==> config.mk <==
export PLATFORM = sky130hd
export DESIGN_NAME = tail_light_top
export DESIGN_NICKNAME = d
export VERILOG_FILES = /design/src/design/tail_light_pkg.sv /design/src/design/lamp_cell.sv /design/src/design/panel_register.sv /design/src/design/sweep_sequencer.sv /design/src/design/tail_light_top.sv /design/src/design/tick_divider.sv
export SDC_FILE = /design/constraint.sdc
export NUM_CORES = 1
export LEC_CHECK = 0
export ABC_CLOCK_PERIOD_IN_PS = 2760
export BUFFER_PORTS_ARGS = -buffer_cell sky130_fd_sc_hd__buf_2
export CORE_MARGIN = 2
export CORE_UTILIZATION = 57
export DETAILED_ROUTE_END_ITERATION = 8
export PLACE_DENSITY = 0.8
export SYNTH_ARGS = -nofsm -noshare
export SYNTH_HDL_FRONTEND = slang
export SYNTH_HIERARCHICAL = 1
export SYNTH_SLANG_ARGS = --single-unit
==> constraint.sdc <==
create_clock -name clock -period 2.76 [get_ports clock]
set_clock_uncertainty 0.2 [all_clocks]
set_input_delay 0.69 -clock clock [delete_from_list [all_inputs] [get_ports clock]]
set_output_delay 0.69 -clock clock [all_outputs]
set_load 0.01 [all_outputs]
==> src/design/tail_light_pkg.sv <==
// ~~~~~~~~~~~~~~~~~~~~~~~~~~~~~~~~~~~~~~~~
// Tail light controller definitions
// Lamp and segment counts, the tick rate
// and the types passed from the sequencer
// through the lamp cells to the panel
// ~~~~~~~~~~~~~~~~~~~~~~~~~~~~~~~~~~~~~~~~

package tail_light_pkg;

    localparam int segs_per_lamp    = 6;                    // Bar display per lamp
    localparam int lamps_per_side   = 3;
    localparam int lamp_count       = 2 * lamps_per_side;   // Right side first, then left
    localparam int sweep_steps      = lamps_per_side * segs_per_lamp;
    localparam int tick_div_default = 4200000;              // Board clock cycles per step

    // Position within one sweep, 0 to sweep_steps - 1
    typedef logic [$clog2(sweep_steps)-1:0] step_t;

    // Bit k lit means segment k is on, active high inside the design
    typedef logic [segs_per_lamp-1:0] seg_fill_t;

    typedef enum logic [1:0] {
        mode_idle   = 2'd0,
        mode_right  = 2'd1,
        mode_left   = 2'd2,
        mode_hazard = 2'd3
    } mode_e;

    // Sequencer broadcast to every lamp cell
    typedef struct packed {
        mode_e mode;
        step_t step;
    } sweep_t;

    // One lamp and its bar display
    typedef struct packed {
        logic      lit;
        seg_fill_t fill;
    } lamp_t;

endpackage

==> src/design/lamp_cell.sv <==
// ~~~~~~~~~~~~~~~~~~~~~~~~~~~~~~~~~~~~~~~~
// Lamp cell
// Lamp and bar fill for one lamp position
// on one side, from the current sweep step
// ~~~~~~~~~~~~~~~~~~~~~~~~~~~~~~~~~~~~~~~~
`timescale 1ns/1ns

module lamp_cell #(
    parameter tail_light_pkg::mode_e side     = tail_light_pkg::mode_right,
    parameter int                    position = 0   // Lamp index on its side
) (
    input  tail_light_pkg::sweep_t sweep,
    output tail_light_pkg::lamp_t  lamp
);

    always_comb begin
        lamp.lit   = 1'b0;
        lamp.fill  = '0;
        if (sweep.mode == tail_light_pkg::mode_hazard) begin
            lamp.lit  = 1'b1;                  // Everything on
            lamp.fill = '1;
        end else if (sweep.mode == side) begin
            // Segment k is on once the step reaches it, so the fill is a
            // thermometer that saturates when the next lamp takes over
            for (int k = 0; k < tail_light_pkg::segs_per_lamp; k++) begin
                lamp.fill[k] = (int'(sweep.step) >= position * tail_light_pkg::segs_per_lamp + k);
            end
            lamp.lit = (int'(sweep.step) >= position * tail_light_pkg::segs_per_lamp);
        end
    end

endmodule

==> src/design/panel_register.sv <==
// ~~~~~~~~~~~~~~~~~~~~~~~~~~~~~~~~~~~~~~~~
// Panel register
// Registers the lamp cells onto the pins,
// segments active low, plus hazard flag
// ~~~~~~~~~~~~~~~~~~~~~~~~~~~~~~~~~~~~~~~~
`timescale 1ns/1ns

module panel_register (
    input  logic                  clock,
    input  logic                  rst_n,
    input  tail_light_pkg::lamp_t cells [tail_light_pkg::lamp_count],
    input  tail_light_pkg::mode_e mode,
    output logic [tail_light_pkg::lamps_per_side-1:0]                 right_lamps,
    output logic [tail_light_pkg::lamps_per_side-1:0]                 left_lamps,
    output tail_light_pkg::seg_fill_t [tail_light_pkg::lamps_per_side-1:0] right_segments,
    output tail_light_pkg::seg_fill_t [tail_light_pkg::lamps_per_side-1:0] left_segments,
    output logic                                                      all_lights
);

    always_ff @(posedge clock or negedge rst_n) begin
        if (!rst_n) begin
            right_lamps    <= '0;
            left_lamps     <= '0;
            right_segments <= '1;              // Dark displays
            left_segments  <= '1;
            all_lights     <= 1'b0;
        end else begin
            for (int i = 0; i < tail_light_pkg::lamps_per_side; i++) begin
                // Cells 0 to 2 are the right side
                right_lamps[i]    <= cells[i].lit;
                right_segments[i] <= ~cells[i].fill;
                // Left side follows in the cell array
                left_lamps[i]     <= cells[tail_light_pkg::lamps_per_side + i].lit;
                left_segments[i]  <= ~cells[tail_light_pkg::lamps_per_side + i].fill;
            end
            all_lights <= (mode == tail_light_pkg::mode_hazard);
        end
    end

endmodule

==> src/design/sweep_sequencer.sv <==
// ~~~~~~~~~~~~~~~~~~~~~~~~~~~~~~~~~~~~~~~~
// Sweep sequencer
// Mode FSM plus step counter. Buttons are
// active low and only looked at on a tick;
// hazard overrides a running sweep
// ~~~~~~~~~~~~~~~~~~~~~~~~~~~~~~~~~~~~~~~~
`timescale 1ns/1ns

module sweep_sequencer (
    input  logic                   clock,
    input  logic                   rst_n,
    input  logic                   tick,
    input  logic                   right_button,
    input  logic                   left_button,
    input  logic                   hazard_button,
    output tail_light_pkg::sweep_t sweep
);

    tail_light_pkg::mode_e mode_q;
    tail_light_pkg::mode_e mode_d;
    tail_light_pkg::step_t step_q;
    tail_light_pkg::step_t step_d;
    logic                  last_step;

    assign last_step = (step_q == tail_light_pkg::step_t'(tail_light_pkg::sweep_steps - 1));

    always_comb begin
        mode_d = mode_q;
        step_d = step_q;
        if (tick) begin
            case (mode_q)
                tail_light_pkg::mode_idle: begin
                    step_d = '0;
                    // Right beats left, left beats hazard
                    if (!right_button) begin
                        mode_d = tail_light_pkg::mode_right;
                    end else if (!left_button) begin
                        mode_d = tail_light_pkg::mode_left;
                    end else if (!hazard_button) begin
                        mode_d = tail_light_pkg::mode_hazard;
                    end
                end
                tail_light_pkg::mode_right,
                tail_light_pkg::mode_left: begin
                    if (!hazard_button) begin
                        mode_d = tail_light_pkg::mode_hazard;   // Cancel the sweep
                        step_d = '0;
                    end else if (last_step) begin
                        mode_d = tail_light_pkg::mode_idle;     // Sweep done, go dark
                        step_d = '0;
                    end else begin
                        step_d = step_q + 1'b1;
                    end
                end
                tail_light_pkg::mode_hazard: begin
                    // Single lit tick, a held button gives the blink
                    mode_d = tail_light_pkg::mode_idle;
                    step_d = '0;
                end
                default: begin
                    mode_d = tail_light_pkg::mode_idle;
                    step_d = '0;
                end
            endcase
        end
    end

    always_ff @(posedge clock or negedge rst_n) begin
        if (!rst_n) begin
            mode_q <= tail_light_pkg::mode_idle;
            step_q <= '0;
        end else begin
            mode_q <= mode_d;
            step_q <= step_d;
        end
    end

    assign sweep.mode = mode_q;
    assign sweep.step = step_q;

endmodule

==> src/design/tail_light_top.sv <==
// ~~~~~~~~~~~~~~~~~~~~~~~~~~~~~~~~~~~~~~~~
// Tail light controller top level
// Sequential turn signal and hazard lights
// with three lamps and bar displays a side
// ~~~~~~~~~~~~~~~~~~~~~~~~~~~~~~~~~~~~~~~~
`timescale 1ns/1ns

module tail_light_top #(
    parameter int tick_div = tail_light_pkg::tick_div_default
) (
    input  logic clock,
    input  logic rst_n,
    input  logic right_button,                  // Active low
    input  logic left_button,                   // Active low
    input  logic hazard_button,                 // Active low
    output logic [tail_light_pkg::lamps_per_side-1:0]                 right_lamps,
    output logic [tail_light_pkg::lamps_per_side-1:0]                 left_lamps,
    output tail_light_pkg::seg_fill_t [tail_light_pkg::lamps_per_side-1:0] right_segments,
    output tail_light_pkg::seg_fill_t [tail_light_pkg::lamps_per_side-1:0] left_segments,
    output logic                                                      all_lights
);

    logic                   tick;
    tail_light_pkg::sweep_t sweep;
    tail_light_pkg::lamp_t  cells [tail_light_pkg::lamp_count];

    tick_divider #(
        .tick_div (tick_div)
    ) u_tick_divider (
        .clock (clock),
        .rst_n (rst_n),
        .tick  (tick)
    );

    sweep_sequencer u_sweep_sequencer (
        .clock         (clock),
        .rst_n         (rst_n),
        .tick          (tick),
        .right_button  (right_button),
        .left_button   (left_button),
        .hazard_button (hazard_button),
        .sweep         (sweep)
    );

    // First half of the cells on the right, second half on the left
    for (genvar i = 0; i < tail_light_pkg::lamp_count; i++) begin : g_cell
        lamp_cell #(
            .side     (tail_light_pkg::mode_e'((i < tail_light_pkg::lamps_per_side) ?
                       tail_light_pkg::mode_right : tail_light_pkg::mode_left)),
            .position (i % tail_light_pkg::lamps_per_side)
        ) u_lamp_cell (
            .sweep (sweep),
            .lamp  (cells[i])
        );
    end

    panel_register u_panel_register (
        .clock          (clock),
        .rst_n          (rst_n),
        .cells          (cells),
        .mode           (sweep.mode),
        .right_lamps    (right_lamps),
        .left_lamps     (left_lamps),
        .right_segments (right_segments),
        .left_segments  (left_segments),
        .all_lights     (all_lights)
    );

endmodule

==> src/design/tick_divider.sv <==
// ~~~~~~~~~~~~~~~~~~~~~~~~~~~~~~~~~~~~~~~~
// Tick divider
// Counts tick_div clock cycles and gives a
// one-cycle step strobe on terminal count
// ~~~~~~~~~~~~~~~~~~~~~~~~~~~~~~~~~~~~~~~~
`timescale 1ns/1ns

module tick_divider #(
    parameter int tick_div = tail_light_pkg::tick_div_default
) (
    input  logic clock,
    input  logic rst_n,
    output logic tick
);

    // Counter just wide enough for 0 to tick_div - 1
    typedef logic [$clog2((tick_div > 1) ? tick_div : 2)-1:0] count_t;

    count_t count_q;

    always_ff @(posedge clock or negedge rst_n) begin
        if (!rst_n) begin
            count_q <= '0;
        end else if (tick) begin
            count_q <= '0;                        // Wrap on terminal count
        end else begin
            count_q <= count_q + 1'b1;
        end
    end

    // Decoded from the register so the strobe is clean and one cycle wide
    assign tick = (count_q == count_t'(tick_div - 1));

endmodule

# Yosys cells after proc, flatten, opt, wreduce, memory -nomap -nowiden
# Index checks and enable logic that the tools add are counted.
# op_classes
n_addsub,2
magnitude_cmp,17
n_eq_ne,7
muxes,22
bitwise,6
reduce_logical,4
# op_table
op,n
2-to-1 mux 7 bit,12
>= comparator 5 x 4 -> 1 bit (second input constant),8
NOT 6 bit,6
adder 23 x 1 -> 23 bit (second input constant),1
equality test 23 bit (second input constant),1
2-to-1 mux 23 bit,1
>= comparator 5 x 3 -> 1 bit (second input constant),4
>= comparator 5 x 2 -> 1 bit (second input constant),2
>= comparator 5 bit (second input constant),2
2-to-1 mux 2 bit,5
2-to-1 mux 5 bit,2
case mux 5 bit (2 select lines),1
case mux 2 bit (3 select lines),1
adder 5 x 1 -> 5 bit (second input constant),1
equality test 5 bit (second input constant),1
>= comparator 5 x 1 -> 1 bit (second input constant),1
equality test 2 bit (second input constant),2
!= test 4 bit (second input constant),1
OR reduction 2 bit,2
!= test 3 x 2 -> 1 bit (second input constant),1
AND reduction 3 bit,1
equality test 2 x 1 -> 1 bit (second input constant),1
logical NOT 2 bit,1
# word_totals
register_bits,73
inputBits,5
out_inout_bits,43
word_cells,70

# Logic depth before layout (Yosys ltp)
# logic_depth
word_depth,4
mapped_depth,6
depth_no_buf,6

# By module
# Netlist, hierarchy kept.
# modules_own_cells
mod,n_inst,cells_per_inst,area_per_inst_um2,seq_area_each_um2
panel_register,1,80,1262.5,1121.1
tick_divider,1,98,1101.1,575.6
sweep_sequencer,1,43,447.9,175.2
lamp_cell (g_cell[1].u_lamp_cell ...),2,12,92.6,0.0
lamp_cell (g_cell[2].u_lamp_cell ...),2,15,86.3,0.0
lamp_cell (g_cell[0].u_lamp_cell ...),2,13,73.8,0.0

# Worst setup path after synthesis
# No wires, ideal clock.
# synth_timing
path_kind,register -> register
start,register u_tick_divider.count_q[0]
end,register u_sweep_sequencer.mode_q[0]
setup_ps,128
arrival_ps,2058
path_slack_ps,374
stages_incl_launch_ff,7
path_cell_list,dfrtp_1 -> ha_1 -> nand3_1 -> nor4_4 -> inv_1 -> a211o_1 -> mux2_1
# synth_between
elab_chain_cells,2
# synth_lines
item,line,rtl
from (decl),tick_divider.sv:19,count_t count_q;
from (signal assigned),tick_divider.sv:27,count_q <= count_q + 1'b1;
equality test 23 bit,tick_divider.sv:32,assign tick = (count_q == count_t'(tick_div - 1));
net tick,tail_light_top.sv:23,logic tick;
AND reduction 3 bit (no line),n/a,
to (signal assigned),sweep_sequencer.sv:70,mode_q <= tail_light_pkg::mode_idle;
to (signal assigned),sweep_sequencer.sv:73,mode_q <= mode_d;
to (decl),sweep_sequencer.sv:19,tail_light_pkg::mode_e mode_q;
# The timed path passes the listed nets, and every way through them passes these cells.
# A chain may end at the register's enable or synchronous reset.

# Worst setup path after layout
# layout_timing
start,register u_tick_divider.count_q[0]
end,register u_sweep_sequencer.step_q[4]
# layout_between
elab_chain_cells,1
# layout_lines
item,line,rtl
equality test 23 bit,tick_divider.sv:32,
net tick,tail_light_top.sv:23,
to (signal assigned),sweep_sequencer.sv:74,step_q <= step_d;
to (decl),sweep_sequencer.sv:21,tail_light_pkg::step_t step_q;
# The timed path passes the listed nets, and every way through them passes these cells.

==> impl_metrics.yaml <==
run_status:
  status: "finished, final reports clean"
routing:
  avgViaCountPerCell: 5.321
  drtIter0Drc: 169
  finalWirelength_mm: 6.108
  dr_total_vias: 2320
  drt_first_pass_iters: 4
  wl_per_cell_um: 14.01
  final_antenna_net_count: 0
  drc: 0
yosys:
  synth-main-ff-cell: "dfrtp_1"
  netlist.area_leader.share_pct: 28.52
  synth_warnings: 6
  syn_avg_cell_area_sq_um: 11.02
  synth_fp_nets: 311
  synth_area_leader_cell: "dfstp_2"
  synth.distinct_cells: 44
  synth_seq_cells: 73
  synthCells: 301
  synth_edf_count: 0
  syn_area_sq_um: 3317
  yosys-top-cells-area: "dfstp_2, dfrtp_1, inv_1"
  yosysSeqAreaShare_pct: 56.43
  async_reset_ff_share_pct: 100.0
  synth_commonest_cells: "inv_1, dfrtp_1, dfstp_2"
  synth.most_common_cell: "inv_1"
place:
  port_buffers: 47
  place_area_sq_um: 3666
  place_congestion: 0.8303
  place_hpwl_mm: 3.983
  dp.cells: 420
cts:
  cts-root-buf: "clkbuf_8"
  clock_latency_ps: 340
  cts-resized-gates: 0
  numCtsBuffers: 9
  clockBufferDepth: 2
  cts_tree: "built"
  cts_hold_buffers: 0
  clk_pin_slew_worst_paths_ps: 70
  htreeDepth: 3
  postCtsSetupRepairBufs: 0
  clkSinkCount: 73
global_routing:
  first_global_vias: 2293
  groute.usage.overall_pct: 21.33
  grt_pass1_wl_mm: 10.52
  antenna_found_initial: 0
  grt_overflow_total: 0
  grt_max_degree: 74
worst_setup_path:
  start_kind: "flip-flop"
  crit_top_cell: "nand3_1"
  worstPathRequired_ps: 2790
  path_cells: "ha_1 > nand3_1 > nor4_4 > buf_4 > nand3_1 > o311ai_0"
  critPathSlowestCell: "dfrtp_1"
  critPathTopFamily: "simple AND/OR/NAND/NOR gates"
  arrival_ps: 2320
  critPathMaxStageDelay_ps: 400
  crit_fanout: 14
  crit_buf_inv: 1
  end_kind: "flip-flop"
  crit_type: "flip-flop to flip-flop"
finish:
  nets: 369
  syn2layout_area_growth_pct: 15.77
  num_antenna_cells: 0
  stdcell_count: 436
  design_area_sq_um: 3840
  drive_gt1_share_pct: 33.24
sta:
  hold_viol: 0
  setup_tns_ps: 0
  rsz0062_at_grt: "no"
  holdWs_ps: 160.1
  max-slew-margin-rel_pct: 67.90
  max_freq_mhz: 436.2
  min_period_ps: 2292
  worst_pin_slew_ps: 477.9
  fin_crit_sh_pct: 83.06
  drv_slew: 0
  setup_viol: 0
floorplan:
  io_pins: 48
  die_area_sq_um: 6446
  initial_core_util_pct: 59.51
  fp-row-count: 27
  dieHeight_um: 80.29
  die_x_um: 80.29
  core_area_sq_um: 5574
power:
  p_leak_nw: 1.649
  power_density_nw_per_um2: 478.7
  irDropWorstVdd_mv: 0.3126
flow_run:
  cap_violations: 0
min_path:
  hold_class: "input pin to async pin"
[stage by stage]
| stage | utilization, % | setup slack [ps] | power [mW] |
|---|---|---|---|
| 2_1_floorplan | - | 374.2 | 1.093 |
| 3_3_place_gp | 65.77 | 598.8 | 1.120 |
| 3_5_place_dp | 65.77 | 479.1 | 1.120 |
| 4_1_cts | 68.89 | 454.3 | 1.857 |
| 5_1_grt | 68.89 | 233.1 | 1.901 |
| 6_report | 68.89 | 467.5 | 1.838 |
[logic make-up (layout without fill, tap and decap cells)]
kind of cell    after synthesis  after routing  synth area share [%]
simple gates                 97             97                 17.88
xor+xnor                     19             19                 5.017
flops                        73             73                 56.43
mux                           4              4                 1.283
compound gates               42             42                 9.921
buf+inv                      61            124                 7.582
fa+ha+maj                     5              5                 1.886
[per-layer routing]
layer / track usage, % / vias to the layer above / share of wire, %
met5: 0 / - / 0
met4: 10.51 / 0 / 1.8
met3: 3.933 / 10 / 4.9
met2: 33.42 / 56 / 50
met1: 28.66 / 1147 / 43
li1: - / 1107 / -
[final timing paths]
| check | startpoint | end | slack (ps) | cells after the start |
|---|---|---|---|---|
| worst max-delay path | u_tick_divider/count_q[0]$_DFF_PN0_ | u_sweep_sequencer/step_q[4]$_DFFE_PN0P_ | 470 | 6 |
| worst min register to register | u_tick_divider/count_q[21]$_DFF_PN0_ | u_tick_divider/count_q[21]$_DFF_PN0_ | 290 | 1 |
| worst min-delay path | rst_n | u_tick_divider/count_q[19]$_DFF_PN0_ | 160 | 2 |
| max in group asynchronous | rst_n | u_panel_register/left_segments[4]$_DFF_PN1_ | 1860 | 2 |
| worst max register to register | u_tick_divider/count_q[0]$_DFF_PN0_ | u_sweep_sequencer/step_q[4]$_DFFE_PN0P_ | 470 | 6 |
| min in group clock | u_tick_divider/count_q[21]$_DFF_PN0_ | u_tick_divider/count_q[21]$_DFF_PN0_ | 290 | 1 |
[registers in the layout (all words and copies together), names as in the netlist]
name,cells
u_sweep_sequencer/step_q,5
u_panel_register/left_lamps,3
u_sweep_sequencer/mode_q,2
u_panel_register/all_lights,1
u_panel_register/right_lamps,3
u_panel_register/right_segments,18
u_tick_divider/count_q,23
u_panel_register/left_segments,18
[cells in the final DEF, fill, tap and decap left out, types with 2 or more instances in the layout]
cell type / instances
nand4b_1: 3
o21ai_2: 2
ha_1: 5
nor2b_1: 2
and3_1: 4
o31ai_4: 2
clkbuf_8: 11
nand4_1: 7
o21ai_0: 9
nand2b_1: 3
nor4_2: 2
nor4_4: 3
mux2_1: 2
clkinv_2: 3
a21boi_1: 6
a2111oi_1: 2
dfstp_2: 36
a21boi_0: 4
o41ai_2: 2
nor4_1: 3
buf_4: 8
inv_1: 52
mux2i_1: 2
and2_1: 4
a21oi_1: 7
o211ai_1: 2
clkbuf_1: 2
xor2_1: 3
nand3_1: 16
nor3_1: 6
nand2_1: 21
nor2_1: 16
dfrtp_1: 37
and4_1: 2
xnor2_1: 16
buf_2: 47
[where the power goes]
| part | switching, mW | internal [mW] | total [mW] |
|---|---|---|---|
| logic | 0.0219 | 0.00641 | 0.0283 |
| clock network | 0.366 | 0.372 | 0.738 |
| registers | 0 | 1.07 | 1.07 |
| total | 0.388 | 1.45 | 1.84 |
[area by class of cell]
cell class	count	area [sq um]
clock buffers	13	158.9
clock inverters	3	15.01
fillers	426	1734
inverters	52	195.2
multi-input cells	167	1194
flip-flops and latches	73	1872
well taps	72	90.09
repair buffers	56	315.3
(Power assumes the default switching activity.)
